--- config.mk ---
export PLATFORM = sky130hd
export DESIGN_NAME = sya_loop_seq
export DESIGN_NICKNAME = d
export VERILOG_FILES = /design/src/source/sya_cfg_pkg.sv /design/src/source/sya_loop_seq.sv
export VERILOG_INCLUDE_DIRS = /design/src /design/src/source
export SDC_FILE = /design/constraint.sdc
export NUM_CORES = 2
export LEC_CHECK = 0
export BUFFER_PORTS_ARGS = -buffer_cell sky130_fd_sc_hd__buf_2
export CORE_UTILIZATION = 55
export CTS_CLUSTER_DIAMETER = 200
export DETAILED_ROUTE_END_ITERATION = 8
export PLACE_DENSITY = 0.85
export RECOVER_POWER = 100
export SKIP_LAST_GASP = 1
export SYNTH_ARGS = -nofsm -noshare
export SYNTH_HDL_FRONTEND = slang
export SYNTH_SLANG_ARGS = --single-unit
export TNS_END_PERCENT = 5
--- constraint.sdc ---
create_clock -name clk -period 13.8 [get_ports clk]
set_input_delay 2.07 -clock clk [delete_from_list [all_inputs] [get_ports clk]]
set_output_delay 2.07 -clock clk [all_outputs]
set_load 0.005 [all_outputs]
--- src/source/sya_defines.svh ---
`ifndef SYA_DEFINES_SVH
`define SYA_DEFINES_SVH

// ==============================
// Array geometry
// ==============================
`define SYA_NUM_ROW 4
`define SYA_NUM_COL 4

// ==============================
// Data and index widths
// ==============================
`define SYA_ACT_W   8
`define SYA_WGT_W   8
`define SYA_CHN_W   10
`define SYA_IDX_W   16
`define SYA_ADDR_W  16

// Shift amount, zero point and output byte
`define SYA_QNT_W   8

// Enough headroom for 2**CHN_W full-scale products
`define SYA_PSUM_W  (`SYA_ACT_W + `SYA_WGT_W + `SYA_CHN_W)

// Empty steps that push the last channel through to the far corner PE
`define SYA_FLUSH_STEPS (`SYA_NUM_ROW + `SYA_NUM_COL - 2)

`endif

--- src/source/sya_cfg_pkg.sv ---
`include "sya_defines.svh"

package sya_cfg_pkg;

    // Which tile counter moves first after the group counter wraps
    typedef enum logic {
        FLT_INNER = 1'b0,
        IFM_INNER = 1'b1
    } loop_ord_e;

    // Job configuration, 123 bits
    typedef struct packed {
        logic [`SYA_ADDR_W-1:0] ofm_base;
        logic [`SYA_ADDR_W-1:0] act_base;
        logic [`SYA_ADDR_W-1:0] wgt_base;
        logic [`SYA_IDX_W-1:0]  num_grp;
        logic [`SYA_IDX_W-1:0]  num_til_ifm;
        logic [`SYA_IDX_W-1:0]  num_til_flt;
        logic [`SYA_CHN_W-1:0]  chn;
        logic [`SYA_QNT_W-1:0]  shift;
        logic [`SYA_QNT_W-1:0]  zp;
        loop_ord_e              lop_ord;
    } sya_cfg_t;

endpackage

--- src/source/sya_loop_seq.sv ---
`timescale 1ns/1ns
`include "sya_defines.svh"

module sya_loop_seq import sya_cfg_pkg::*; (
    input  logic                   clk,
    input  logic                   rst_n,
    input  sya_cfg_t               cfg_in,
    input  logic                   cfg_vld,
    output logic                   cfg_rdy,
    output sya_cfg_t               cfg,
    output logic                   cfg_load,
    output logic [`SYA_ADDR_W-1:0] act_addr,
    output logic                   act_addr_vld,
    input  logic                   act_addr_rdy,
    output logic [`SYA_ADDR_W-1:0] wgt_addr,
    output logic                   wgt_addr_vld,
    input  logic                   wgt_addr_rdy,
    input  logic                   tile_done
);

    localparam int ADDR_W = `SYA_ADDR_W;
    localparam int IDX_W  = `SYA_IDX_W;
    localparam int CHN_W  = `SYA_CHN_W;

    typedef enum logic [1:0] {IDLE, ISSUE, FINISH} seq_st_e;

    seq_st_e           state;
    logic [CHN_W-1:0]  cnt_chn;
    logic [IDX_W-1:0]  cnt_grp;
    logic [IDX_W-1:0]  cnt_flt;
    logic [IDX_W-1:0]  cnt_ifm;
    logic [IDX_W-1:0]  cnt_out;
    logic [IDX_W-1:0]  cnt_out_nxt;
    logic [ADDR_W-1:0] chn_a;
    logic [ADDR_W-1:0] stride;
    logic              beat;
    logic              last_chn;
    logic              last_grp;
    logic              last_flt;
    logic              last_ifm;
    logic              inc_grp;
    logic              inc_flt;
    logic              inc_ifm;
    logic              tile_up;

    // ==============================
    // Issue handshake
    // ==============================
    assign cfg_rdy      = state == IDLE;
    assign act_addr_vld = (state == ISSUE) & wgt_addr_rdy;
    assign wgt_addr_vld = (state == ISSUE) & act_addr_rdy;
    assign beat         = (state == ISSUE) & act_addr_rdy & wgt_addr_rdy;

    // ==============================
    // Loop counter chain
    // ==============================
    assign last_chn = cnt_chn == cfg.chn - 1'b1;
    assign last_grp = cnt_grp == cfg.num_grp - 1'b1;
    assign last_flt = cnt_flt == cfg.num_til_flt - 1'b1;
    assign last_ifm = cnt_ifm == cfg.num_til_ifm - 1'b1;

    assign tile_up = beat & last_chn;
    assign inc_grp = tile_up;
    assign inc_flt = (cfg.lop_ord == FLT_INNER) ? inc_grp & last_grp
                                                : inc_grp & last_grp & last_ifm;
    assign inc_ifm = (cfg.lop_ord == FLT_INNER) ? inc_grp & last_grp & last_flt
                                                : inc_grp & last_grp;

    // Address = base + chn*num_grp*tile + chn*grp + ch
    assign chn_a    = {{(ADDR_W-CHN_W){1'b0}}, cfg.chn};
    assign stride   = chn_a * cfg.num_grp;
    assign act_addr = cfg.act_base + stride * cnt_ifm + chn_a * cnt_grp
                    + {{(ADDR_W-CHN_W){1'b0}}, cnt_chn};
    assign wgt_addr = cfg.wgt_base + stride * cnt_flt + chn_a * cnt_grp
                    + {{(ADDR_W-CHN_W){1'b0}}, cnt_chn};

    // Tiles issued but not yet written out
    assign cnt_out_nxt = cnt_out + IDX_W'(tile_up) - IDX_W'(tile_done);

    always_ff @(posedge clk or negedge rst_n) begin
        if (!rst_n) begin
            state    <= IDLE;
            cfg      <= '0;
            cfg_load <= 1'b0;
            cnt_chn  <= '0;
            cnt_grp  <= '0;
            cnt_flt  <= '0;
            cnt_ifm  <= '0;
            cnt_out  <= '0;
        end else begin
            cfg_load <= cfg_vld & cfg_rdy;
            cnt_out  <= cnt_out_nxt;
            if (cfg_vld & cfg_rdy) begin
                cfg <= cfg_in;
            end
            if (beat) begin
                cnt_chn <= last_chn ? '0 : cnt_chn + 1'b1;
            end
            if (inc_grp) begin
                cnt_grp <= last_grp ? '0 : cnt_grp + 1'b1;
            end
            if (inc_flt) begin
                cnt_flt <= last_flt ? '0 : cnt_flt + 1'b1;
            end
            if (inc_ifm) begin
                cnt_ifm <= last_ifm ? '0 : cnt_ifm + 1'b1;
            end
            case (state)
                IDLE:    if (cfg_vld) state <= ISSUE;
                ISSUE:   if (tile_up & last_grp & last_flt & last_ifm) state <= FINISH;
                FINISH:  if (cnt_out_nxt == '0) state <= IDLE;
                default: state <= IDLE;
            endcase
        end
    end

endmodule

==> flow_summary_export.csv <==
group,metric,value,unit
layout,multi_input_area,19400,µm²
layout,diodes,0,
sta,rsz0062_at_grt,"false",
layout,nFillCells,3949,
clock_network,clock_latency,0.51,ns
logic_synthesis,syn_area,27000,µm²
logic_synthesis,yosys_warnings,0,
sta,timing.setup.tns,0,ns
detailed_routing,num_vias,21000,
placement,post-dp-hpwl,53400,µm
sta,period_needed,13.30,ns
logic_synthesis,synth_edf_count,0,
sta,clock_skew,0.0222,ns
floorplanning,rows,80,
sta,fmax,75.2,MHz
logic_synthesis,async_flop_share,1.00,
layout,drive_gt1_frac,0.117,
clock_network,clk_pin_slew,0.08,ns
floorplanning,ios,288,
logic_synthesis,synth_area_leaders,"fa_1, dfrtp_1, ha_1, inv_1, xnor2_1",
status,violations,"max-capacitance violations, max-slew violations",
status,status,"complete, but fails checks",
sta,worst_slew_pin_slew,4.74,ns
global_routing,first_global_vias,21600,
floorplanning,initial_core_util,0.561,
clock_network,clock_sinks,200,
layout,nNetsFinal,3829,
detailed_routing,avgRoutedWirePerCell,18.3,µm
placement,gp_congestion,0.902,
logic_synthesis,seq_area_frac_synth,0.186,
clock_network,cts_root_buf,"clkbuf_16",
clock_network,cts_buffers,17,
min_path,worstHoldPathType,"reg -> reg",
detailed_routing,final_antenna_net_count,0,
global_routing,antenna_found_initial,0,
logic_synthesis,synth_ff_type,"dfrtp_1",
global_routing,grt_pass1_wl,112000,µm
floorplanning,core-area,48000,µm²
flow_run,maxCapViolations,8,
logic_synthesis,synth_cell_type_count,67,
logic_synthesis,ys_ff_latch,200,
sta,drv_slew,431,
logic_synthesis,synth_top_cell_by_area,"fa_1",
detailed_routing,drt-pass1-iter-count,8,
floorplanning,die_w,223,µm
worst_setup_path,worstPathArrival,11.23,ns
detailed_routing,drt_iter0_drc,1505,
clock_network,cts_buffer_depth,2,
detailed_routing,wl,68600,µm
global_routing,overflow,0,
worst_setup_path,critPathRequiredTime,11.73,ns
clock_network,h-tree-depth,4,
clock_network,cts_tree,"built",
logic_synthesis,syn_inst,2933,
detailed_routing,drc_errors,0,
power,finalPower,5.42,mW
worst_setup_path,cp_slowest_stage_delay,0.58,ns
sta,slew_headroom,-2.16,
logic_synthesis,syn_nets,3637,
placement,port_buffers,287,
layout,fin_util,0.610,
worst_setup_path,cpMostUsedCell,"fa_1",
power,power.leakage,14.2,nW
worst_setup_path,cpMaxStageDelayCell,"fa_1",
power,vdd_ir_drop_max,477,µV
floorplanning,dieArea,49900,µm²
worst_setup_path,end_kind,"output pin",
global_routing,grt_max_degree,83,
worst_setup_path,start_kind,"flip-flop",
worst_setup_path,cp_max_fo,24,
sta,finalSetupViolCount,0,
detailed_routing,vias_per_cell,5.59,
layout,regArea,5010,µm²
global_routing,grtUsageTotal,0.285,
sta,finalCritPeriodShare,0.964,
power,power_density,185,nW/µm²
logic_synthesis,synth.top_cell.area_share,0.278,
layout,area_growth,8.71,%
floorplanning,die_y,223,µm
sta,hold_viol,0,
logic_synthesis,syn_avg_cell_area,9.19,µm²
worst_setup_path,crit_type,"reg -> out",
==> logic make-up (layout without fill, tap and decap cells) <==
kind of cell               after synthesis  after routing  share of synthesized area
AOI/OAI and AO/OA                      264            264                     0.0599
xor gates and xnor gates               244            244                     0.0829
adders and majority gates              575            575                      0.371
buffers and inverters                  680            885                     0.0954
DFF                                    200            200                      0.186
muxes                                  106            106                     0.0441
and+or+nand+nor                        864            864                      0.161
==> cell type report <==
cell class / count / area share
Multi-Input combinational cell: 2053 / 0.661
Sequential cell: 200 / 0.171
Inverter: 534 / 0.0684
Timing Repair Buffer: 319 / 0.0522
Tap cell: 615 / 0.0262
Clock buffer: 17 / 0.0145
Clock inverter: 15 / 0.00649
==> placed cells by master (no fill, tap or decap), types with 6 or more instances in the layout <==
cell	count
nor2_1	93
ha_1	200
o21a_1	17
and2_1	190
a21oi_1	57
or3_1	12
or4_1	6
fa_1	375
a21o_1	18
buf_4	20
nor3_1	29
mux2_2	97
and2_0	12
xnor2_1	172
xor2_1	62
o21ai_0	101
clkbuf_16	17
nand3_1	40
nand4_1	13
dfrtp_1	198
o31ai_1	22
nor2b_1	32
nand2_1	323
a31oi_1	6
buf_2	204
nor4_1	13
clkbuf_1	91
and3_1	48
inv_1	534
nand2b_1	34
==> cells in the mapped netlist, drive strengths merged (4+ instances only) <==
cell,count
nand2b,34
nor3,29
or3,12
ha,200
buf,11
o211ai,5
and3,48
a21oi,57
or2,4
a21o,18
nand2,323
clkbuf,135
nand3,40
a31oi,6
xor2,63
fa,375
nor2b,32
nor4,16
xnor3,5
o21bai,5
o21ai,106
nand4,13
dfrtp,200
o21a,17
o31ai,22
or4,6
mux2i,4
xnor2,174
mux2,102
inv,534
nor2,93
and2,202
==> final timing paths <==
kind                            cells after the start      endpoint  slack, ns      from
worst max-delay path                               36  act_addr[15]       0.50   cfg[20]
worst min-delay path                                1      state[0]       0.46  state[1]
worst max register to register                     14   cnt_ifm[12]       5.94   cfg[59]
worst min register to register                      1      state[0]       0.46  state[1]
max in group asynchronous                           3       cfg[19]       3.08     rst_n
min in group asynchronous                           1   cnt_ifm[11]       3.19     rst_n
==> metrics by stage <==
stage | area (µm²) | worst slack (ns) | hold slack (ns) | instances
6_report | 29300 | 0.495 | 0.464 | 3753
5_1_grt | 29300 | 0.0339 | 0.487 | 3753
4_1_cts | 29500 | 0.427 | 0.462 | 3753
3_5_place_dp | 28900 | 1.03 | 0.440 | 3721
3_3_place_gp | 28900 | 1.32 | 0.450 | 3721
2_1_floorplan | 27000 | 1.50 | 0.424 | 2933
==> flip-flops by register name, summed over array words and instances, names as in the netlist <==
| signal | flops |
|---|---|
| state | 2 |
| cnt_chn | 10 |
| cfg_load | 1 |
| cnt_ifm | 16 |
| cnt_out | 16 |
| cnt_flt | 16 |
| cfg | 123 |
| cnt_grp | 16 |
==> worst max-delay path, delay by kind of cell, from the launching register on <==
| kind | cells | cell delay [ns] |
|---|---|---|
| flops | 1 | 0.57 |
| simple gates | 3 | 0.62 |
| compound gates | 4 | 1.17 |
| xor+xnor | 12 | 2.56 |
| buf+inv | 5 | 0.69 |
| fa+ha+maj | 12 | 5.13 |
==> power breakdown <==
group / leakage, nW / internal [mW] / switching (mW) / total [mW]
Combinational: 11.4 / 1.46 / 2.53 / 3.99
Clock: 0.298 / 0.249 / 0.298 / 0.547
Sequential: 2.51 / 0.705 / 0.183 / 0.889
==> what timing repair did <==
item                       in CTS  in global routing
resized for setup               0                  3
hold buffers                    0                  0
setup endpoints to repair       0                  2
buffers inserted                0                  0
==> metal layers <==
metal  vias to the layer above  track usage  part of all wire
met5                         -            0                 0
met2                       908        0.469              0.48
met3                       144       0.0589             0.088
met4                         0       0.0943             0.028
li1                       9477            -                 -
met1                     10500        0.376              0.41
(Power assumes the default switching activity.)
