File: src/source/sya_defines.svh
`ifndef SYA_DEFINES_SVH
`define SYA_DEFINES_SVH

// ==============================
// Array geometry
// ==============================
`define SYA_NUM_ROW 4
`define SYA_NUM_COL 4

// ==============================
// Data and index widths
// ==============================
`define SYA_ACT_W   8
`define SYA_WGT_W   8
`define SYA_CHN_W   10
`define SYA_IDX_W   16
`define SYA_ADDR_W  16

// Shift amount, zero point and output byte
`define SYA_QNT_W   8

// Enough headroom for 2**CHN_W full-scale products
`define SYA_PSUM_W  (`SYA_ACT_W + `SYA_WGT_W + `SYA_CHN_W)

// Empty steps that push the last channel through to the far corner PE
`define SYA_FLUSH_STEPS (`SYA_NUM_ROW + `SYA_NUM_COL - 2)

`endif

File: src/source/sya_data_pkg.sv
`include "sya_defines.svh"

package sya_data_pkg;

    typedef logic signed [`SYA_ACT_W-1:0] act_t;
    typedef logic signed [`SYA_WGT_W-1:0] wgt_t;

    // One activation read word, element r feeds row r
    typedef act_t [`SYA_NUM_ROW-1:0] act_col_t;

    // One weight read word, element c feeds column c
    typedef wgt_t [`SYA_NUM_COL-1:0] wgt_row_t;

    typedef logic signed [`SYA_PSUM_W-1:0] psum_t;
    typedef psum_t [`SYA_NUM_COL-1:0] psum_row_t;

    // Quantized output row, column 0 in the low byte
    typedef logic [`SYA_NUM_COL-1:0][`SYA_QNT_W-1:0] ofm_word_t;

    typedef struct packed {
        logic [`SYA_ADDR_W-1:0] addr;
        ofm_word_t              data;
    } ofm_wr_t;

endpackage

File: src/source/sya_pe_row.sv
`timescale 1ns/1ns
`include "sya_defines.svh"

module sya_pe_row import sya_data_pkg::*; (
    input  logic      clk,
    input  logic      rst_n,
    input  logic      step,
    input  logic      capture,
    input  act_t      act_in,
    input  wgt_row_t  wgt_in,
    output wgt_row_t  wgt_out,
    output psum_row_t psum
);

    localparam int COL = `SYA_NUM_COL;

    // East-going activation registers, none past the last column
    act_t  act_q  [COL-1];
    act_t  act_pe [COL];
    psum_t prod   [COL];

    always_comb begin
        act_pe[0] = act_in;
        for (int c = 1; c < COL; c++) begin
            act_pe[c] = act_q[c-1];
        end
        for (int c = 0; c < COL; c++) begin
            prod[c] = act_pe[c] * wgt_in[c];
        end
    end

    always_ff @(posedge clk or negedge rst_n) begin
        if (!rst_n) begin
            for (int c = 0; c < COL - 1; c++) begin
                act_q[c] <= '0;
            end
            wgt_out <= '0;
            psum    <= '0;
        end else begin
            if (step) begin
                for (int c = 0; c < COL - 1; c++) begin
                    act_q[c] <= act_pe[c];
                end
                wgt_out <= wgt_in;
            end
            // Drain has taken the tile, start the next one from zero
            if (capture) begin
                psum <= '0;
            end else if (step) begin
                for (int c = 0; c < COL; c++) begin
                    psum[c] <= psum[c] + prod[c];
                end
            end
        end
    end

endmodule

File: config.mk
export PLATFORM = sky130hd
export DESIGN_NAME = sya_pe_row
export DESIGN_NICKNAME = d
export VERILOG_FILES = /design/src/source/sya_data_pkg.sv /design/src/source/sya_pe_row.sv
export VERILOG_INCLUDE_DIRS = /design/src /design/src/source
export SDC_FILE = /design/constraint.sdc
export NUM_CORES = 1
export LEC_CHECK = 0
export ABC_CLOCK_PERIOD_IN_PS = 14600
export BUFFER_PORTS_ARGS = -buffer_cell sky130_fd_sc_hd__buf_2
export CORE_MARGIN = 5
export CORE_UTILIZATION = 65
export DETAILED_ROUTE_END_ITERATION = 10
export GPL_TIMING_DRIVEN = 0
export PLACE_DENSITY = 0.82
export SETUP_SLACK_MARGIN = 0.2
export SKIP_LAST_GASP = 1
export SYNTH_ARGS = -nofsm -noshare
export SYNTH_HDL_FRONTEND = slang
export SYNTH_SLANG_ARGS = --single-unit
File: constraint.sdc
create_clock -name clk -period 14.6 [get_ports clk]
set_input_delay 0 -clock clk [delete_from_list [all_inputs] [get_ports clk]]
set_output_delay 0 -clock clk [all_outputs]
set_load 0.01 [all_outputs]
==> qor.txt, run 1 <==
run status: completed
Clock transition at path regs: 80 ps
DP HPWL: 45.3 mm
DIE HEIGHT: 201 microns
setup violators final: 0
Sequential Area: 4000 sq um
Fmax: 153 MHz
Clock Sinks: 160
CP Class: flop to flop
initial core utilization: 0.653
Final Slew Violations: 0
gr usage total: 0.298
Syn Inst Count: 2,234
grt total ovfl: 0
Clock Latency Late Sink: 470 ps
launching point of the worst reg2reg path: act_pe[7]
via count: 17.1k
Worst-Margin Slew: 1200 ps
CP Capture Point: psum[95]
Yosys top cell area share: 0.372
CTS tree: done
share of cells above drive strength 1: 0.112
routability cong.: 0.900
EDFF count, synth: 0
Worst setup startpoint: act_pe[7]
worst-path fanout max: 19
max_cap viols: 0
diodes inserted: 0
Syn. warnings: 0
Setup Skew: 12.0 ps
Initial DRC Count: 1,176
Seq/Total Area, Yosys: 0.169
Post-synth top flop: dfrtp_1
# port buffers: 167
dpl cell area: 25,100 sq um
synthesized cell area: 23,700 sq um
Yosys top cell by area: fa_1
Reg2Reg Depth: 19
# H-tree levels: 4
Fin. Hold Viols: 0
crit end category: flop
FF+latch count, synth: 160
Syn Area/Cell: 10.6 sq um
Post-synth ARST share: 1.00
drt drc: 0
flop2flop setup slack: 8080 ps
Synth area leaders: fa_1 (37%), dfrtp_1 (17%), ha_1 (13%)
Layout Nets: 3,178
multi-input logic area: 18,100 sq um
antenna violations before repair: 0
Worst R2R End: psum[95]
post-route ant nets: 0
relative slew slack: 0.198
number of global-route vias before repair: 19.0k
Longest Clk Path Bufs: 2
Cell variety after synth: 67
Total Wirelength: 57.0 mm
first-pass GRT wire length: 96.9 mm
type of origin of the critical path: flop
Rows: 70
CP arrival: 6880 ps
die width: 201 microns
postcts setup bufs: 0
Post-CTS Resized: 0
total die area: 40,300 sq um
vias per inst: 5.83
WP data required: 14,960 ps
Root Buffer: clkbuf_16
I/O pin total: 180
minimum clock period after layout: 6520 ps
filler instances: 2,549
Worst Hold Class: input port to async pin
Routed WL per cell: 19.4 microns
design area: 26,100 sq um
core area: 36,300 sq um
Area growth syn-to-layout: 10.2%
total CTS buffers: 17
final period utilization: 0.446
RSZ-0062 raised after global routing: false
Syn Nets: 2,958
setup_tns: 0 ps
largest net degree at the start of global routing: 86
drt first pass iters: 7
cells by family after synthesis:
family,count (synthesis),synth area share
adders and majority gates,680,0.499
DFF,160,0.169
buffers and inverters,432,0.0685
xor gates and xnor gates,97,0.0359
muxes,117,0.0525
AOI/OAI and AO/OA,253,0.0738
and+or+nand+nor,495,0.101
worst min-delay path by stage:
stage | slack (ps) | to | startpoint
finish | 90 | psum[17] | rst_n
global route | 100 | wgt_out[24] | wgt_in[24]
CTS | 80 | wgt_out[16] | wgt_in[16]
detailed placement | 20 | psum[19] | rst_n
global placement | 270 | wgt_out[7] | wgt_in[7]
floorplan | -300 | act_pe[0] | rst_n
state kept, by name, summed over array words and instances (netlist names):
| name | count |
|---|---|
| act_pe | 24 |
| psum | 104 |
| wgt_out | 32 |
through the flow:
| step | worst slack, ps | utilization | hold WS (ps) | std cells |
|---|---|---|---|---|
| after floorplan | 8550 | - | -296 | 2234 |
| after global placement | 7770 | 0.692 | 270 | 2869 |
| after detailed placement | 7630 | 0.693 | 20.1 | 2870 |
| after CTS | 7560 | 0.718 | 79.1 | 2933 |
| after global routing | 7790 | 0.720 | 95.8 | 2935 |
| final | 8080 | 0.720 | 87.8 | 2935 |
placed cells by master, fill, tap and decap left out, types with 8 or more instances in the layout:
cell type and instances:
buf_1 12, nor3_1 18, dfrtp_1 160, nand3_1 11, and2_1 125, a21oi_1 76
and3_1 12, mux2i_1 60, dlygate4sd3_1 31, o21bai_1 9, a211oi_1 8, clkbuf_1 48
ha_1 240, nand2b_1 13, a21o_1 34, nand2_1 144, nor2_1 130, o21ai_0 34
fa_1 440, mux2_2 57, buf_2 166, o21a_1 11, inv_1 368, clkbuf_16 17
nor2b_1 17, xor2_1 33, a22o_1 16, a31oi_1 8, xnor2_1 64
metal layers:
metal / GRT usage / routed length [microns] / vias up
li1: - / - / 7544
met1: 0.393 / 23000 / 8836
met2: 0.498 / 28000 / 583
met3: 0.0625 / 3850 / 147
met4: 0.106 / 2140 / 0
met5: 0 / 0 / -
final cells by class:
class / count / share of cell area
plain buffers: 60 / 0.00863
clock buffers: 17 / 0.0163
flip-flops and latches: 160 / 0.153
multi-input cells: 1642 / 0.692
repair buffers: 201 / 0.0475
well taps: 468 / 0.0224
clock inverters: 15 / 0.00652
inverters: 372 / 0.0535
critical path, cell delays in order (launching register included):
cell	delay, ps
dfrtp_1	330
clkbuf_1	420
and2_2	730
inv_1	120
fa_1	510
inv_1	60
fa_1	490
fa_1	570
fa_1	430
fa_1	450
ha_1	360
a21oi_1	170
nor2b_1	80
a311o_1	360
o22a_2	270
a221o_1	330
a21oi_1	230
o21ai_1	120
xor2_1	180
a22o_1	190
cells in the mapped netlist, drive strengths merged (3+ instances only):
library cell  count
nor2            130
nand2           144
a22o             16
nor3             19
a21boi            8
dfrtp           160
a21oi            78
or2               3
a32oi             3
and2            127
o21bai            9
and3             12
nor4              3
o21ai            41
o221ai            3
ha              240
fa              440
a311o             5
a211oi            9
mux2             57
clkinv            4
mux2i            60
inv             368
clkbuf           48
a21o             34
a32o              5
xnor2            64
nand3            11
nor2b            17
xor2             33
o211ai            4
or3               3
o31ai             3
nand2b           13
o21a             11
a31oi             8
buf              12
repair_timing:
action                                 in CTS  in global routing
setup endpoints to repair                   0                  0
endpoints found under the hold margin     105                  0
hold buffers                               31                  0
Power of run 1 is left out: the tool's default activity adds up to more than one toggle a clock period on the data nets, which glitch-free logic cannot reach.
==> run 2, diff against run 1 <==
--- a/config.mk
+++ b/config.mk
@@ -6,13 +6,13 @@
 export SDC_FILE = /design/constraint.sdc
 export NUM_CORES = 1
 export LEC_CHECK = 0
-export ABC_CLOCK_PERIOD_IN_PS = 14600
+export ABC_CLOCK_PERIOD_IN_PS = 6800
 export BUFFER_PORTS_ARGS = -buffer_cell sky130_fd_sc_hd__buf_2
 export CORE_MARGIN = 5
-export CORE_UTILIZATION = 65
+export CORE_UTILIZATION = 63
 export DETAILED_ROUTE_END_ITERATION = 10
 export GPL_TIMING_DRIVEN = 0
-export PLACE_DENSITY = 0.82
+export PLACE_DENSITY = 0.8
 export SETUP_SLACK_MARGIN = 0.2
 export SKIP_LAST_GASP = 1
 export SYNTH_ARGS = -nofsm -noshare
==> constraint.sdc (replaced) <==
create_clock -name clk -period 6.8 [get_ports clk]
set_input_delay 0 -clock clk [delete_from_list [all_inputs] [get_ports clk]]
set_output_delay 0 -clock clk [all_outputs]
set_load 0.01 [all_outputs]
==> run 2 against run 1 <==
Net effect: worst setup slack worse by 7500 ps; critical path depth unchanged; hold slack worse by 33 ps; clock skew up 1.1 ps; cell count up 1.5%; die area up 3.0%; fmax up 4.1%; sequential cell count unchanged; wire length up 0.69%; sequential share of layout area down 0.059 points; first-iteration DRC count down 3.5%; via count down 0.47%; critical endpoint is now psum[77].
==> qor.txt, run 2 (synthesis results as in run 1) <==
Final WS setup: 541 ps (-7540 ps)
Setup Skew: 13.1 ps (+1.07 ps)
share of cells above drive strength 1: 0.114 (+0.00167)
Initial DRC Count: 1,135 (-3.5%)
Clock transition at path regs: 70 ps (about the same)
filler instances: 2,719 (+6.7%)
first-pass GRT wire length: 95.8 mm (-1.1%)
worst slack, placed: -141 ps (-7780 ps)
Util after Layout: 0.700 (-0.0193)
Largest Register: psum
Sequential Area: 4000 sq um (unchanged)
cell total after placement: 2,914 (+1.5%)
WP data required: 7150 ps (-7810 ps)
Worst-Margin Slew: 1130 ps (-76.1 ps)
via count: 17.0k (-0.47%)
multi-input logic area: 18,100 sq um (about the same)
DP HPWL: 45.8 mm (+1.2%)
flop2flop setup slack: 540 ps (-7540 ps)
crit end category: flop
DIE HEIGHT: 204 microns (+1.5%)
CP arrival: 6610 ps (-270 ps)
Reg2Reg Depth: 19 (unchanged)
Root Buffer: clkbuf_16
top layer in use: met4
Total Wirelength: 57.4 mm (+0.69%)
antenna violations before repair: 1 (+1)
RSZ-0062 raised after global routing: false
# H-tree levels: 4 (unchanged)
grt total ovfl: 0 (unchanged)
Metal-1 WL: 23.0 mm (+0.19%)
# port buffers: 167 (unchanged)
gr usage total: 0.291 (-0.00745)
Rows: 71 (+1.4%)
final period utilization: 0.920 (+0.474)
total CTS buffers: 17 (unchanged)
worst-path fanout max: 19 (unchanged)
Worst R2R End: psum[77]
most frequent cells in the layout: fa_1 (440), inv_1 (368), ha_1 (240)
Area growth syn-to-layout: 10.7%
fin cells: 2,978 (+1.5%)
Clock Sinks: 160 (unchanged)
CP Capture Point: psum[77]
launching point of the worst reg2reg path: act_pe[15]
Final Slew Violations: 0 (unchanged)
drt drc: 0 (unchanged)
max_cap viols: 0 (unchanged)
Fmax: 160 MHz (+4.1%)
minimum clock period after layout: 6260 ps (-259 ps)
number of global-route vias before repair: 19.1k (+0.38%)
die width: 204 microns (+1.5%)
largest net degree at the start of global routing: 90 (+4.7%)
drt first pass iters: 6 (-1)
relative slew slack: 0.248 (+0.0507)
initial core utilization: 0.633 (-0.0199)
vias per inst: 5.72 (-1.9%)
type of origin of the critical path: flop
max reg flops: 104 (unchanged)
Worst Hold Class: input port to flop
commonest non-fill, non-tap cell in the layout: fa_1
CP Class: flop to flop
core area: 37,400 sq um (+3.1%)
post-route ant nets: 0 (unchanged)
Clock Latency Late Sink: 460 ps (about the same)
setup violators final: 0 (unchanged)
run status: completed
routability cong.: 0.918 (+2.0%)
Longest Clk Path Bufs: 2 (unchanged)
postcts setup bufs: 0 (unchanged)
Routed WL per cell: 19.3 microns (-0.76%)
Layout Nets: 3,177 (-0.031%)
met3 WL: 3.86 mm (+0.36%)
I/O pin total: 180 (unchanged)
Fin. Hold Viols: 0 (unchanged)
Worst setup startpoint: act_pe[15]
total die area: 41,600 sq um (+3.0%)
met2 WL: 28.3 mm (+0.97%)
CTS tree: done
-- run 2: worst min path at each step --
stage	endpoint	slack (ps)	depth (start not counted)	startpoint
floorplan	act_pe[0]	-300	0	rst_n
global placement	wgt_out[7]	270	2	wgt_in[7]
detailed placement	psum[25]	10	1	rst_n
CTS	psum[40]	30	3	capture
global route	psum[40]	50	3	capture
finish	psum[40]	60	3	capture
-- run 2: metrics by stage --
stage / area, sq um / TNS, ps / hold WS (ps)
floorplan: 23700 / 0 / -296
global placement: 25100 / -48.2 / 272
detailed placement: 25200 / -141 / 12.1
CTS: 26200 / 0 / 32.7
global route: 26200 / 0 / 47.7
finish: 26200 / 0 / 55.3
-- run 2: layout make-up --
class	count	share of cell area
Clock inverter	15	0.00831
Clock buffer	17	0.0162
Buffer	60	0.00860
Tap cell	511	0.0244
Multi-Input combinational cell	1642	0.689
Inverter	372	0.0533
Antenna cell	1	0.0000955
Timing Repair Buffer	200	0.0469
Sequential cell	160	0.153
-- run 2: timing repair --
item                                   in CTS  in global routing
endpoints found under the hold margin     100                  0
hold buffers                               30                  0
gates resized for setup                     2                  5
pin swaps                                   0                  0
setup endpoints to repair                   6                  6
-- run 2: routing by layer --
| layer | up-vias | track usage |
|---|---|---|
| li1 | 7554 | - |
| met1 | 8779 | 0.378 |
| met2 | 566 | 0.484 |
| met3 | 131 | 0.0619 |
| met4 | 0 | 0.114 |
| met5 | - | 0 |
-- run 2: worst max-delay path, cell delays in order (launching register included) --
cell	delay, ps
dfrtp_1	330
clkbuf_1	380
and2_4	500
inv_1	120
fa_1	490
inv_1	50
fa_1	490
fa_1	600
fa_1	440
fa_1	380
ha_1	350
o21a_1	190
o21ai_1	180
a21oi_1	150
a211oi_4	370
o21ai_2	150
o22ai_2	200
o21ai_1	100
or4_1	470
a22o_1	190
Power of run 2 is left out for the same reason.
==> run 3, diff against run 2 <==
--- a/config.mk
+++ b/config.mk
@@ -13,6 +13,7 @@
 export DETAILED_ROUTE_END_ITERATION = 10
 export GPL_TIMING_DRIVEN = 0
 export PLACE_DENSITY = 0.8
+export REMOVE_ABC_BUFFERS = 1
 export SETUP_SLACK_MARGIN = 0.2
 export SKIP_LAST_GASP = 1
 export SYNTH_ARGS = -nofsm -noshare
==> run 3 against run 2 <==
Net effect: via count is 2.8% lower; sequential cell count stayed put; count of clock-buffer cells in the layout is 1 higher; clock skew is 4.3 ps lower; hold slack better by 94 ps; utilization hardly changed; register-to-register slack worse by 60 ps; cell count is 1.1% lower; critical path depth is 3 lower.
==> qor.txt, run 3 (synthesis results as in run 1) <==
post-route ant nets: 0 (unchanged)
Worst-Margin Slew: 1230 ps (+106 ps)
filler instances: 2,727 (+0.29%)
Worst R2R End: psum[44]
Fin. Hold Viols: 0 (unchanged)
type of origin of the critical path: flop
number of global-route vias before repair: 18.6k (-2.2%)
DIE HEIGHT: 204 microns (unchanged)
core area: 37,400 sq um (unchanged)
grt met2 use: 0.474 (-0.00964)
I/O pin total: 180 (unchanged)
Total Wirelength: 54.0 mm (-5.8%)
total CTS buffers: 17 (unchanged)
crit end category: flop
Worst Hold Class: input port to async pin
GR Layer Usage met3: 0.0513 (-0.0106)
Clock transition at path regs: 80 ps (about the same)
drt first pass iters: 6 (unchanged)
Largest Register: psum
Setup Skew: 8.82 ps (-4.28 ps)
most frequent cells in the layout: fa_1 (440), inv_1 (367), ha_1 (240)
CTS tree: done
Clock Latency Late Sink: 460 ps (about the same)
Clock Sinks: 160 (unchanged)
Top Usage Layer GRT: met2
# H-tree levels: 4 (unchanged)
worst hold slack: 149 ps (+93.9 ps)
setup violators final: 0 (unchanged)
share of cells above drive strength 1: 0.122 (+0.00771)
setup_tns: 0 ps (unchanged)
WP data required: 7150 ps (about the same)
DP HPWL: 42.8 mm (-6.7%)
met1 usage: 0.363 (-0.0150)
Worst setup startpoint: act_pe[23]
relative slew slack: 0.178 (-0.0706)
Longest Clk Path Bufs: 2 (unchanged)
Reg2Reg Depth: 16 (-3)
diodes inserted: 0 (-1)
Initial DRC Count: 907 (-20%)
# port buffers: 179 (+7.2%)
final period utilization: 0.929 (+0.00873)
worst-path fanout max: 18 (-1)
gr usage total: 0.277 (-0.0144)
commonest non-fill, non-tap cell in the layout: fa_1
max reg flops: 104 (unchanged)
Root Buffer: clkbuf_16
first-pass GRT wire length: 92.7 mm (-3.2%)
Routed WL per cell: 18.4 microns (-4.8%)
Rows: 71 (unchanged)
Util after Layout: 0.700 (about the same)
flop2flop setup slack: 480 ps (-60 ps)
minimum clock period after layout: 6320 ps (+59.4 ps)
die width: 204 microns (unchanged)
Layout Nets: 3,144 (-1.0%)
CP arrival: 6660 ps (+50 ps)
routability cong.: 0.906 (-1.3%)
via count: 16.5k (-2.8%)
max_cap viols: 0 (unchanged)
drt drc: 0 (unchanged)
total die area: 41,600 sq um (unchanged)
Final Slew Violations: 0 (unchanged)
RSZ-0062 raised after global routing: false
grt total ovfl: 0 (unchanged)
Area growth syn-to-layout: 10.6% (about the same)
vias per inst: 5.62 (-1.7%)
largest net degree at the start of global routing: 112 (+24%)
run status: completed
initial core utilization: 0.633 (unchanged)
antenna violations before repair: 0 (-1)
Fmax: 158 MHz (-0.94%)
CP Class: flop to flop
launching point of the worst reg2reg path: act_pe[23]
## run 3: changes by cell type in the layout (fill, tap and decap cells not counted), moves of 3 or more
cell / before / now
clkbuf_1: 48 / 0
inv_8: 4 / 1
buf_2: 166 / 176
buf_1: 12 / 0
dlygate4sd3_1: 30 / 43
## run 3: worst max path at each step
| stage | end |
|---|---|
| final | psum[44] |
| after global routing | psum[44] |
| after CTS | psum[44] |
| after detailed placement | psum[95] |
| after global placement | psum[77] |
| after floorplan | psum[95] |
## run 3: through the flow
step	setup slack, ps	cells	cell area [sq um]
after global routing	204	2944	26200
after global placement	-1020	2864	25000
after CTS	213	2944	26200
after floorplan	855	2174	23400
final	482	2944	26200
after detailed placement	67.0	2869	25100
## run 3: worst max-delay path: stages (launching register included)
cell	delay, ps
dfrtp_1	620
and2_1	890
fa_1	580
fa_1	500
fa_1	590
fa_1	430
ha_1	290
ha_1	350
and4_1	280
and3_1	200
o211ai_1	90
nand2_1	140
o31ai_1	340
a21boi_1	130
o21a_1	190
or3_1	310
a32o_1	250
## run 3: layout make-up
| cell class | count | area (sq um) | share of cell area |
|---|---|---|---|
| tap | 511 | 639 | 0.0244 |
| inverter | 372 | 1400 | 0.0533 |
| multi-input combinational | 1642 | 18100 | 0.690 |
| timing repair buffer | 227 | 1470 | 0.0560 |
| clock inverter | 14 | 170 | 0.00650 |
| clock buffer | 18 | 439 | 0.0168 |
| sequential | 160 | 4000 | 0.153 |
## run 3: per-layer routing
metal,vias up,routed length (microns)
met5,-,0
met4,0,1430
li1,7504,-
met1,8505,22400
met3,95,2900
met2,442,27300
## run 3: timing repair
item / 4_1_cts / 5_1_grt
endpoints found under the hold margin: 147 / 0
setup endpoints to repair: 5 / 12
buffers inserted: 0 / 0
hold buffers: 43 / 0
resized for setup: 2 / 2
pin swaps: 0 / 0
Power of run 3 is left out for the same reason.
