`src/source/sya_defines.svh`:
```
`ifndef SYA_DEFINES_SVH
`define SYA_DEFINES_SVH

// ==============================
// Array geometry
// ==============================
`define SYA_NUM_ROW 4
`define SYA_NUM_COL 4

// ==============================
// Data and index widths
// ==============================
`define SYA_ACT_W   8
`define SYA_WGT_W   8
`define SYA_CHN_W   10
`define SYA_IDX_W   16
`define SYA_ADDR_W  16

// Shift amount, zero point and output byte
`define SYA_QNT_W   8

// Enough headroom for 2**CHN_W full-scale products
`define SYA_PSUM_W  (`SYA_ACT_W + `SYA_WGT_W + `SYA_CHN_W)

// Empty steps that push the last channel through to the far corner PE
`define SYA_FLUSH_STEPS (`SYA_NUM_ROW + `SYA_NUM_COL - 2)

`endif

```
`src/source/sya_cfg_pkg.sv`:
```
`include "sya_defines.svh"

package sya_cfg_pkg;

    // Which tile counter moves first after the group counter wraps
    typedef enum logic {
        FLT_INNER = 1'b0,
        IFM_INNER = 1'b1
    } loop_ord_e;

    // Job configuration, 123 bits
    typedef struct packed {
        logic [`SYA_ADDR_W-1:0] ofm_base;
        logic [`SYA_ADDR_W-1:0] act_base;
        logic [`SYA_ADDR_W-1:0] wgt_base;
        logic [`SYA_IDX_W-1:0]  num_grp;
        logic [`SYA_IDX_W-1:0]  num_til_ifm;
        logic [`SYA_IDX_W-1:0]  num_til_flt;
        logic [`SYA_CHN_W-1:0]  chn;
        logic [`SYA_QNT_W-1:0]  shift;
        logic [`SYA_QNT_W-1:0]  zp;
        loop_ord_e              lop_ord;
    } sya_cfg_t;

endpackage

```
`src/source/sya_data_pkg.sv`:
```
`include "sya_defines.svh"

package sya_data_pkg;

    typedef logic signed [`SYA_ACT_W-1:0] act_t;
    typedef logic signed [`SYA_WGT_W-1:0] wgt_t;

    // One activation read word, element r feeds row r
    typedef act_t [`SYA_NUM_ROW-1:0] act_col_t;

    // One weight read word, element c feeds column c
    typedef wgt_t [`SYA_NUM_COL-1:0] wgt_row_t;

    typedef logic signed [`SYA_PSUM_W-1:0] psum_t;
    typedef psum_t [`SYA_NUM_COL-1:0] psum_row_t;

    // Quantized output row, column 0 in the low byte
    typedef logic [`SYA_NUM_COL-1:0][`SYA_QNT_W-1:0] ofm_word_t;

    typedef struct packed {
        logic [`SYA_ADDR_W-1:0] addr;
        ofm_word_t              data;
    } ofm_wr_t;

endpackage

```
`src/source/sya_skew_feeder.sv`:
```
`timescale 1ns/1ns
`include "sya_defines.svh"

module sya_skew_feeder import sya_cfg_pkg::*, sya_data_pkg::*; (
    input  logic     clk,
    input  logic     rst_n,
    input  sya_cfg_t cfg,
    input  act_col_t act_dat,
    input  logic     act_dat_vld,
    input  wgt_row_t wgt_dat,
    input  logic     wgt_dat_vld,
    output logic     dat_rdy,
    input  logic     buf_free,
    output logic     step,
    output logic     capture,
    output act_col_t skew_act,
    output wgt_row_t skew_wgt
);

    localparam int ROW         = `SYA_NUM_ROW;
    localparam int COL         = `SYA_NUM_COL;
    localparam int FLUSH_CNT_W = $clog2(`SYA_FLUSH_STEPS + 1);

    typedef enum logic [1:0] {FEED, FLUSH, CAPT} feed_st_e;

    feed_st_e               state;
    logic [`SYA_CHN_W-1:0]  cnt_chn;
    logic [FLUSH_CNT_W-1:0] cnt_flush;
    logic                   beat;
    logic                   flushing;
    act_col_t               act_src;
    wgt_row_t               wgt_src;
    // Stage d holds the whole word delayed by d+1 steps
    act_col_t               act_sr [ROW-1];
    wgt_row_t               wgt_sr [COL-1];

    assign dat_rdy  = state == FEED;
    assign beat     = dat_rdy & act_dat_vld & wgt_dat_vld;
    assign flushing = state == FLUSH;
    assign step     = beat | flushing;
    assign capture  = (state == CAPT) & buf_free;

    // Zeros drain the array during flush
    assign act_src = flushing ? '0 : act_dat;
    assign wgt_src = flushing ? '0 : wgt_dat;

    always_ff @(posedge clk or negedge rst_n) begin
        if (!rst_n) begin
            state     <= FEED;
            cnt_chn   <= '0;
            cnt_flush <= '0;
        end else begin
            case (state)
                FEED: begin
                    if (beat) begin
                        if (cnt_chn == cfg.chn - 1'b1) begin
                            cnt_chn <= '0;
                            state   <= FLUSH;
                        end else begin
                            cnt_chn <= cnt_chn + 1'b1;
                        end
                    end
                end
                FLUSH: begin
                    if (cnt_flush == FLUSH_CNT_W'(`SYA_FLUSH_STEPS - 1)) begin
                        cnt_flush <= '0;
                        state     <= CAPT;
                    end else begin
                        cnt_flush <= cnt_flush + 1'b1;
                    end
                end
                CAPT:    if (buf_free) state <= FEED;
                default: state <= FEED;
            endcase
        end
    end

    // ==============================
    // Skew delay lines
    // ==============================
    always_ff @(posedge clk or negedge rst_n) begin
        if (!rst_n) begin
            for (int d = 0; d < ROW - 1; d++) begin
                act_sr[d] <= '0;
            end
            for (int d = 0; d < COL - 1; d++) begin
                wgt_sr[d] <= '0;
            end
        end else if (step) begin
            act_sr[0] <= act_src;
            wgt_sr[0] <= wgt_src;
            for (int d = 1; d < ROW - 1; d++) begin
                act_sr[d] <= act_sr[d-1];
            end
            for (int d = 1; d < COL - 1; d++) begin
                wgt_sr[d] <= wgt_sr[d-1];
            end
        end
    end

    // Row r taps delay r, column c taps delay c
    always_comb begin
        skew_act[0] = act_src[0];
        skew_wgt[0] = wgt_src[0];
        for (int r = 1; r < ROW; r++) begin
            skew_act[r] = act_sr[r-1][r];
        end
        for (int c = 1; c < COL; c++) begin
            skew_wgt[c] = wgt_sr[c-1][c];
        end
    end

endmodule

```
`config.mk`:
```
export PLATFORM = sky130hd
export DESIGN_NAME = sya_skew_feeder
export DESIGN_NICKNAME = d
export VERILOG_FILES = /design/src/source/sya_cfg_pkg.sv /design/src/source/sya_data_pkg.sv /design/src/source/sya_skew_feeder.sv
export VERILOG_INCLUDE_DIRS = /design/src /design/src/source
export SDC_FILE = /design/constraint.sdc
export NUM_CORES = 1
export LEC_CHECK = 0
export ABC_AREA = 1
export BUFFER_PORTS_ARGS = -buffer_cell sky130_fd_sc_hd__clkbuf_2
export CAP_MARGIN = 30
export CORE_ASPECT_RATIO = 1.1
export CORE_MARGIN = 10
export CORE_UTILIZATION = 50
export CTS_CLUSTER_SIZE = 14
export DETAILED_ROUTE_END_ITERATION = 16
export PLACE_DENSITY = 0.95
export SYNTH_ARGS = -nofsm -noshare
export SYNTH_HDL_FRONTEND = slang
export SYNTH_SLANG_ARGS = --single-unit
```
`constraint.sdc`:
```
create_clock -name clk -period 4.4 [get_ports clk]
set_input_delay 1.1 -clock clk [delete_from_list [all_inputs] [get_ports clk]]
set_output_delay 1.1 -clock clk [all_outputs]
set_load 0.03 [all_outputs]
```
==> results.md, run 1 <==
- Min cycle time layout: between 2 and 3 ns
- CTS sink cnt: 111
- Status: finished clean
- Tot GR Track Use: 0.157
- DRT iter0 DRCs: 279
- Main combinational cell family by area after synthesis: simple AND/OR/NAND/NOR gates
- Seq cells post-synth: roughly 110
- Async set or reset register ratio after synthesis: 1.00
- Clk Latency, worst-skew pair: 0.35 ns
- Synth warnings: 0
- Critical path class: primary input to output port
- Drt total wl: approximately 12 mm
- TritonRoute pass-1 iters: 4
- VDD IR-drop max: 271 µV
- CTS tree: built
- Synth top area cells: dfrtp_1, nand2_1, buf_4, mux2_2, nand3_1
- CP Capture Type: output port
- DIE HEIGHT: between 100 and 150 µm
- Input/output buffers: approximately 150
- Slew Viols, Final: 0
- Routed WL per cell: 14.4 µm
- Root buf cell: clkbuf_16
- # IOs: around 260
- Yosys cell types: 34
- Hold path startpoint: skew_act[27]
- Synth Area in Compound Gates: 0.0307
- Top_reg_cell synth: dfrtp_1
- WHS: 0.491 ns
- Maxcap violations: 0
- Critical path depth: 6
- Max FO, Critical Path: 2
- Worst path required time: between 3 and 4 ns
- Largest net degree at the start of global routing: 63
- Mapped Nets: between 800 and 900
- Reg2reg end: skew_act[19]
- Detail Route Antenna Nets: 0
- CP most frequent cell: clkbuf_2
- Reg2reg start: state[0]
- Layout area overhead: 12.4%
- Internal: approximately 2.4 mW
- Post-synth EDFFs: 0
- Final hold violations: 0
- Tcrit/Tclk final: 0.655
- Reg power frac: 0.422
- Maximum clock insertion buffer count: 2
- Leak: around 3.4 nW
- Post-CTS setup buffer count: 0
- R2R Setup Slk: between 2 and 2.5 ns
- CTS buffer count: 9
- # setup viols final: 0
- Htree depth: 3
- Core footprint: between 10000 and 15000 µm²
- Clock network fraction of design power: 0.202
- Startpoint types: primary input
- Hold buffers post-CTS: 0
- CP arrival: around 1.8 ns
- TNS Setup: 0 ns
- CP max stage cell: clkbuf_2
- First-pass GRT wire length: slightly below 20 mm
- Mux cell area share after synthesis: 0.0818
- Slew HR: 0.534
- Critical path buffers and inverters: 3
- Switch Pwr: approximately 1.6 mW
- Core Util, Final: 0.570
- Die Wd: 120 µm
- Synth Area in Simple Gates: 0.222
- Synth Cell Area: about 5500 µm²
- Vias in the first global route: 4027
- Post-CTS resize count: 0
- Vias per cell: approximately 4.8
- Synth Area in XOR/XNOR: 0.00636
- Hold Crit Class: flip-flop to flip-flop
- Initial antenna violation count: 0
- Max Freq: ~0.35 GHz
- Delay-heaviest family, CP: buffers and inverters
- Worst slew pin tran: 0.700 ns
- Post-synth top area share: 0.504
- N_diodes: 0
- Post-Synthesis Cells: 621
- R2r worst-path depth: 7
- Post-route DRC: 0
- Full die area: roughly 16000 µm²
- Clock-pin slew on the worst setup and hold paths: 0.07 ns
- Layout Skew: around 0.010 ns
- Starting Density: 0.507
- Sequential-to-total area share from yosys stat: 0.504
- Most frequent cells after synthesis: nand2_1, dfrtp_1, buf_4
- Layout Nets: between 800 and 900
- Row count: 40
- Post-synth top area cell: dfrtp_1
- Remaining global-route overflow: 0
- Layout cells sized above 1: 0.316
- Top-count cell post-synth: nand2_1
- RSZ-0062 raised after global routing: false
- Crit path capture: step
- P per Cell Area: about 640 nW/µm²
- Post-Synth Adder-Cell Area: 0.00454
- Switching share of power: 0.404
- Synth Area per Inst: ~9 µm²
- Hpwl dp: approximately 9.1 mm
- DR vias: 4056
- Routability Congestion: 0.883
- Max incr delay on CP: about 0.21 ns
- CP cell instances: clkbuf_2, nand2_1, nor2_8, inv_2, nand2_4, clkbuf_2
- Crit path from: wgt_dat_vld
- Combinational fraction of design power: 0.376
[final cells by class]
type | instances | area (µm²)
multi-input cells | 359 | 1900
inverters | 65 | 244
flip-flops and latches | 111 | 2780
repair buffers | 152 | 781
fillers | 981 | 4670
well taps | 147 | 184
clock buffers | 10 | 239
clock inverters | 6 | 58.8
[metal layers]
| layer | routed length (µm) | vias up | GRT usage |
|---|---|---|---|
| li1 | - | 2047 | - |
| met1 | 5400 | 1885 | 0.194 |
| met2 | 5830 | 117 | 0.260 |
| met3 | 909 | 7 | 0.0545 |
| met4 | 125 | 0 | 0.0355 |
| met5 | 0 | - | 0 |
[kinds of logic after synthesis]
logic type / count (synthesis)
compound gates: 31
fa+ha+maj: 2
buf+inv: 151
simple gates: 282
flops: 111
xor+xnor: 4
mux: 40
[layout by cell type (no fill, tap or decap), drive strengths merged]
| master | n |
|---|---|
| mux2 | 40 |
| nand4 | 4 |
| and3 | 1 |
| buf | 8 |
| xnor2 | 3 |
| a21o | 1 |
| o32ai | 1 |
| inv | 68 |
| a21oi | 9 |
| clkbuf | 154 |
| nor3 | 4 |
| nor2 | 60 |
| nand2 | 148 |
| xor2 | 1 |
| o21ai | 20 |
| nand3 | 65 |
| clkinvlp | 1 |
| clkinv | 2 |
| dfrtp | 111 |
| ha | 2 |
[metrics by stage]
stage / instance area, µm² / total power [mW] / instances / setup WS [ns]
after floorplan: 5510 / 3.01 / 621 / 1.44
after global routing: 6190 / 4.24 / 850 / 1.47
after global placement: 5890 / 3.12 / 834 / 1.47
after CTS: 6190 / 4.00 / 850 / 1.51
final: 6190 / 3.96 / 850 / 1.52
after detailed placement: 5890 / 3.20 / 834 / 1.43
[state kept, by name (all words and copies together), names as in the netlist]
signal / count
skew_wgt: 24
state: 2
cnt_flush: 3
cnt_chn: 10
wgt_sr: 24
act_sr: 24
skew_act: 24
[how the worst min path moves through the flow]
stage	end	slack, ns	depth (start not counted)
floorplan	cnt_flush[1]	0.45	1
global placement	act_sr[62]	0.47	2
detailed placement	skew_act[28]	0.48	1
CTS	skew_act[28]	0.50	1
global route	skew_act[28]	0.51	1
finish	skew_act[27]	0.49	1
[power by group through the flow]
stage               Sequential, mW  Clock, mW  Combinational, mW
CTS                           1.67      0.816               1.51
global route                  1.72      0.870               1.64
floorplan                     1.61          0               1.40
global placement              1.66          0               1.47
detailed placement            1.69          0               1.51
finish                        1.67      0.800               1.49
No activity file was read; power rests on OpenSTA's default activity.
==> run 2, diff against run 1 <==
--- a/config.mk
+++ b/config.mk
@@ -11,10 +11,10 @@
 export CAP_MARGIN = 30
 export CORE_ASPECT_RATIO = 1.1
 export CORE_MARGIN = 10
-export CORE_UTILIZATION = 50
+export CORE_UTILIZATION = 42
 export CTS_CLUSTER_SIZE = 14
 export DETAILED_ROUTE_END_ITERATION = 16
-export PLACE_DENSITY = 0.95
+export PLACE_DENSITY = 0.88
 export SYNTH_ARGS = -nofsm -noshare
 export SYNTH_HDL_FRONTEND = slang
 export SYNTH_SLANG_ARGS = --single-unit
==> constraint.sdc (replaced) <==
create_clock -name clk -period 2.45 [get_ports clk]
set_input_delay 0.6125 -clock clk [delete_from_list [all_inputs] [get_ports clk]]
set_output_delay 0.6125 -clock clk [all_outputs]
set_load 0.03 [all_outputs]
==> results.md, run 2 (synthesis results as in run 1) <==
- CP max stage cell: dfrtp_1
- DR vias: 4154 (+2.4%)
- Root buf cell: clkbuf_16
- Layout Skew: 0.00732 ns (-0.00298 ns)
- Input/output buffers: 145 (unchanged)
- Worst path required time: 1.84 ns (-1.46 ns)
- DRT iter0 DRCs: 269 (-3.6%)
- Slew HR: 0.662 (+0.128)
- DIE HEIGHT: 140 µm (+7.7%)
- Max incr delay on CP: 0.35 ns (+0.14 ns)
- R2R Setup Slk: 0.53 ns (-1.70 ns)
- VDD IR-drop max: 411 µV (+52%)
- Layout cells sized above 1: 0.318 (+0.00194)
- Reg2reg start: state[0]
- Clk Latency, worst-skew pair: 0.34 ns (about the same)
- Max FO, Critical Path: 10 (+8)
- Layout area overhead: 14.1%
- Routed WL per cell: 14.2 µm (-1.3%)
- Vias in the first global route: 4152 (+3.1%)
- Tcrit/Tclk final: 0.927
- Full die area: 18100 µm² (+16%)
- Starting Density: 0.432 (-0.0752)
- Initial antenna violation count: 0 (unchanged)
- # fillers: 1221 (+24%)
- Maximum clock insertion buffer count: 2 (unchanged)
- P per Cell Area: 1160 nW/µm² (+82%)
- Detail Route Antenna Nets: 0 (unchanged)
- Routability Congestion: 0.866 (-1.9%)
- Hold buffers post-CTS: 0 (unchanged)
- Worst slew pin tran: 0.507 ns (-0.193 ns)
- N_diodes: 0 (unchanged)
- Largest net degree at the start of global routing: 63 (unchanged)
- Final hold violations: 0 (unchanged)
- Tot GR Track Use: 0.136 (-0.0212)
- Startpoint types: flip-flop
- Status: finished clean
- Remaining global-route overflow: 0 (unchanged)
- Post-CTS resize count: 0 (unchanged)
- TNS Setup: 0 ns (unchanged)
- R2r worst-path depth: 7 (unchanged)
- Maxcap violations: 0 (unchanged)
- Placed cells: 846 (+1.4%)
- Hpwl dp: 9.22 mm (+1.8%)
- Post-route DRC: 0 (unchanged)
- CTS buffer count: 9 (unchanged)
- Leak: 3.45 nW (+1.2%)
- Critical path class: flip-flop to output port
- TritonRoute pass-1 iters: 4 (unchanged)
- Most common cell after layout, fill and taps aside: nand2_1
- Post-CTS setup buffer count: 0 (unchanged)
- Layout Nets: 894 (+0.22%)
- Highest-count cells in the layout ignoring fill and taps: nand2_1, clkbuf_2, dfrtp_1
- Min cycle time layout: between 2 and 2.5 ns
- Slew Viols, Final: 0 (unchanged)
- Row count: 43 (+7.5%)
- Max Freq: between 0.4 and 0.5 GHz
- # setup viols final: 0 (unchanged)
- CTS sink cnt: 111 (unchanged)
- Htree depth: 3 (unchanged)
- Clock-pin slew on the worst setup and hold paths: 0.07 ns (about the same)
- Vias per cell: 4.82 (+0.99%)
- RSZ-0062 raised after global routing: false
- CP arrival: 1.66 ns (-0.12 ns)
- CP Capture Type: output port
- Die Wd: 129 µm (+7.6%)
- First-pass GRT wire length: 20.0 mm (+0.91%)
- Drt total wl: 12.3 mm (about the same)
- Final cell count without fillers: 862 (+1.4%)
- Core footprint: 12800 µm² (+17%)
- Hold Crit Class: primary input to async pin
- CP cell instances: inv_1, nor2_1, buf_4, inv_2, nand2_4, clkbuf_2
- # IOs: 259 (unchanged)
- Reg2reg end: skew_act[20]
- Tot Pwr: 7.30 mW (+84%)
- CTS tree: built
-- run 2: cell types whose count changed in the layout (fill, tap and decap cells not counted), sizes merged --
cell,before,now
inv,68,67
clkinvlp,1,0
bufinv,0,2
buf,8,10
-- run 2: layer usage --
layer | wire, µm | global-route usage
met5 | 0 | 0
met4 | 262 | 0.0593
met3 | 953 | 0.0268
met2 | 5880 | 0.226
met1 | 5180 | 0.166
-- run 2: worst max-delay path by stage --
stage	endpoint	slack, ns	cells past startpoint	startpoint
detailed placement	cnt_chn[9]	0.18	12	cfg[17]
global route	step	0.004	6	state[0]
finish	step	0.18	6	state[0]
global placement	cnt_chn[6]	0.27	12	cfg[17]
floorplan	step	0.47	5	wgt_dat_vld
CTS	step	0.14	6	state[0]
-- run 2: where the power goes --
part           total [mW]  switching, mW  internal, mW
Clock                1.61          0.673         0.942
Sequential           3.00          0.440          2.56
Combinational        2.68           1.73         0.948
Total                7.30           2.84          4.46
-- run 2: layout make-up --
type                       instances  area [µm²]  share of cell area
clock buffer                      10         239              0.0380
clock inverter                     6         103              0.0163
inverter                          65         244              0.0388
multi-input combinational        359        1900               0.303
sequential                       111        2780               0.442
tap                              157         196              0.0313
timing repair buffer             154         821               0.131
-- run 2: through the flow --
step	utilization	worst slack (ns)	hold WS (ns)	area (µm²)
floorplan	-	0.466	0.317	5510
global placement	0.466	0.267	0.468	5940
detailed placement	0.466	0.185	0.477	5940
CTS	0.493	0.140	0.233	6280
global route	0.493	0.00419	0.265	6280
finish	0.493	0.179	0.230	6280
-- run 2: critical path: cells and delay by family (launching register included) --
kind                   cells  cell delay [ns]
buffers and inverters      4             0.59
and+or+nand+nor            2             0.37
DFF                        1             0.35
==> run 3, diff against run 2 <==
--- a/config.mk
+++ b/config.mk
@@ -7,14 +7,15 @@
 export NUM_CORES = 1
 export LEC_CHECK = 0
 export ABC_AREA = 1
+export ABC_CLOCK_PERIOD_IN_PS = 2600
 export BUFFER_PORTS_ARGS = -buffer_cell sky130_fd_sc_hd__clkbuf_2
 export CAP_MARGIN = 30
 export CORE_ASPECT_RATIO = 1.1
 export CORE_MARGIN = 10
-export CORE_UTILIZATION = 42
+export CORE_UTILIZATION = 47
 export CTS_CLUSTER_SIZE = 14
 export DETAILED_ROUTE_END_ITERATION = 16
-export PLACE_DENSITY = 0.88
+export PLACE_DENSITY = 0.93
 export SYNTH_ARGS = -nofsm -noshare
 export SYNTH_HDL_FRONTEND = slang
 export SYNTH_SLANG_ARGS = --single-unit
==> constraint.sdc (replaced) <==
create_clock -name clk -period 2.6 [get_ports clk]
set_input_delay 0.65 -clock clk [delete_from_list [all_inputs] [get_ports clk]]
set_output_delay 0.65 -clock clk [all_outputs]
set_load 0.03 [all_outputs]
==> results.md, run 3 (synthesis results as in run 1) <==
- Status: finished clean
- First-pass GRT wire length: 20.6 mm (+2.8%)
- Htree depth: 3 (unchanged)
- Min cycle time layout: roughly 2.2 ns
- TNS Setup: 0 ns (unchanged)
- Cell Area, Placed: 5920 µm² (-0.36%)
- Input/output buffers: 145 (unchanged)
- N_diodes: 0 (unchanged)
- P per Cell Area: 1090 nW/µm² (-6.1%)
- Maxcap violations: 0 (unchanged)
- Final cell count without fillers: 855 (-0.81%)
- Clock network fraction of design power: 0.210 (-0.011)
- Core footprint: 11500 µm² (-9.9%)
- Max FO, Critical Path: 11 (+1)
- Reg2reg start: state[1]
- Clk Latency, worst-skew pair: 0.35 ns (about the same)
- Row count: 41 (-4.7%)
- Root buf cell: clkbuf_16
- Worst slew pin tran: 0.498 ns (-0.00925 ns)
- Vias per cell: 4.86 (+0.84%)
- Max Freq: between 0.4 and 0.5 GHz
- VDD IR-drop max: 483 µV (+18%)
- Layout Skew: 0.00739 ns (+0.0000715 ns)
- Post-route DRC: 0 (unchanged)
- Routed WL per cell: 14.9 µm (+4.4%)
- Hpwl dp: 9.77 mm (+6.0%)
- CP arrival: 1.58 ns (-0.08 ns)
- Startpoint types: flip-flop
- Grt met1 use: 0.195 (+0.0288)
- Largest net degree at the start of global routing: 58 (-7.9%)
- CTS sink cnt: 111 (unchanged)
- Drt total wl: 12.7 mm (+3.6%)
- Routability Congestion: 0.908 (+4.8%)
- Final hold violations: 0 (unchanged)
- Tcrit/Tclk final: 0.856
- Combinational fraction of design power: 0.373 (+0.006)
- Switch Pwr: 2.73 mW (-3.9%)
- DR vias: 4155 (+0.024%)
- WHS: 0.186 ns (-0.0444 ns)
- DIE HEIGHT: 134 µm (-4.7%)
- Delay-heaviest family, CP: buffers and inverters
- Placed cells: 839 (-0.83%)
- Die Wd: 123 µm (-4.6%)
- Leak: 3.44 nW (-0.46%)
- CP cell instances: nor2_2, buf_4, nor2_1, clkbuf_2
- Met2 demand-to-capacity share in global routing: 0.256 (+0.0293)
- R2r worst-path depth: 7 (unchanged)
- Layout Nets: 894 (unchanged)
- Most common cell after layout, fill and taps aside: nand2_1
- Worst path required time: 1.95 ns (+0.11 ns)
- Switching share of power: 0.402 (+0.0119)
- Initial antenna violation count: 0 (unchanged)
- Critical path depth: 4 (-2)
- CTS tree: built
- Internal: 4.08 mW (-8.5%)
- Met3 usage: 0.0389 (+0.0121)
- Slew HR: 0.668 (+0.00616)
- GRT busiest layer: met2
- Vias in the first global route: 4162 (+0.24%)
- Slew Viols, Final: 0 (unchanged)
- Layout cells sized above 1: 0.319 (+0.00142)
- Hold Crit Class: primary input to async pin
- Clock-pin slew on the worst setup and hold paths: 0.08 ns (about the same)
- Crit path from: state[1]
- # setup viols final: 0 (unchanged)
- CTS buffer count: 9 (unchanged)
- Detail Route Antenna Nets: 0 (unchanged)
- Full die area: 16500 µm² (-9.1%)
- # IOs: 259 (unchanged)
- Hold buffers post-CTS: 0 (unchanged)
- Tot GR Track Use: 0.154 (+0.0181)
- TritonRoute pass-1 iters: 4 (unchanged)
- Reg power frac: 0.417 (+0.005)
- Critical path class: flip-flop to output port
- Starting Density: 0.479 (+0.0474)
- DRT iter0 DRCs: 323 (+20%)
- Max incr delay on CP: 0.40 ns (+0.05 ns)
- CP Capture Type: output port
- Core Util, Final: 0.543 (+0.0503)
- Highest-count cells in the layout ignoring fill and taps: nand2_1, clkbuf_2, dfrtp_1
- Critical path buffers and inverters: 2 (-2)
- Design area: 6240 µm² (-0.68%)
- Maximum clock insertion buffer count: 2 (unchanged)
- CP max stage cell: dfrtp_1
- RSZ-0062 raised after global routing: false
- Remaining global-route overflow: 0 (unchanged)
- Layout area overhead: 13.3%
-- run 3: cell count changes in the layout (fill, tap and decap cells not counted), sizes merged --
cell / before / now
clkbuf: 154 / 153
bufinv: 2 / 1
clkinv: 2 / 4
-- run 3: worst register-to-register path: stages (launching register included) --
cell and delay [ns]:
dfrtp_1 0.40, inv_1 0.10, nand2_2 0.10, nor2_8 0.24
inv_2 0.09, nand2_4 0.08, buf_4 0.39, mux2_2 0.41
-- run 3: area by class of cell --
cell class              count  area (µm²)
repair buffers            154         808
clock buffers               9         225
flip-flops and latches    111        2780
fillers                  1044        5250
clock inverters             7        92.6
well taps                 150         188
inverters                  65         244
multi-input cells         359        1910
-- run 3: path summary, 6_finish.rpt --
path                       slack, ns      endpoint
setup / recovery                0.37   skew_act[4]
hold / removal                  0.19    wgt_sr[62]
setup reg to reg                0.68  skew_act[21]
hold reg to reg                 0.49  skew_act[27]
max in group asynchronous       1.68    cnt_chn[3]
min in group clk                0.49  skew_act[27]
-- run 3: metal layers --
| metal | vias to the layer above | part of all wire | wire length, µm |
|---|---|---|---|
| met4 | 0 | 0.0088 | 112 |
| met3 | 9 | 0.077 | 981 |
| met2 | 118 | 0.49 | 6240 |
| li1 | 2046 | - | - |
| met5 | - | 0 | 0 |
| met1 | 1982 | 0.42 | 5390 |
-- run 3: power by group through the flow --
stage / registers, mW / clock network [mW] / logic, mW
after global placement: 2.81 / 0 / 2.49
after detailed placement: 2.87 / 0 / 2.58
after global routing: 2.93 / 1.54 / 2.79
after floorplan: 2.72 / 0 / 2.37
after CTS: 2.84 / 1.46 / 2.58
final: 2.84 / 1.43 / 2.54
-- run 3: what timing repair did --
item,4_1_cts,5_1_grt
endpoints found under the setup margin,0,11
buffers inserted,0,0
gates resized for setup,0,1
-- run 3: stage by stage --
stage / setup slack [ns] / power [mW]
3_5_place_dp: 0.288 / 5.45
4_1_cts: 0.152 / 6.88
2_1_floorplan: 0.541 / 5.09
5_1_grt: 0.206 / 7.26
3_3_place_gp: 0.361 / 5.30
6_report: 0.375 / 6.81
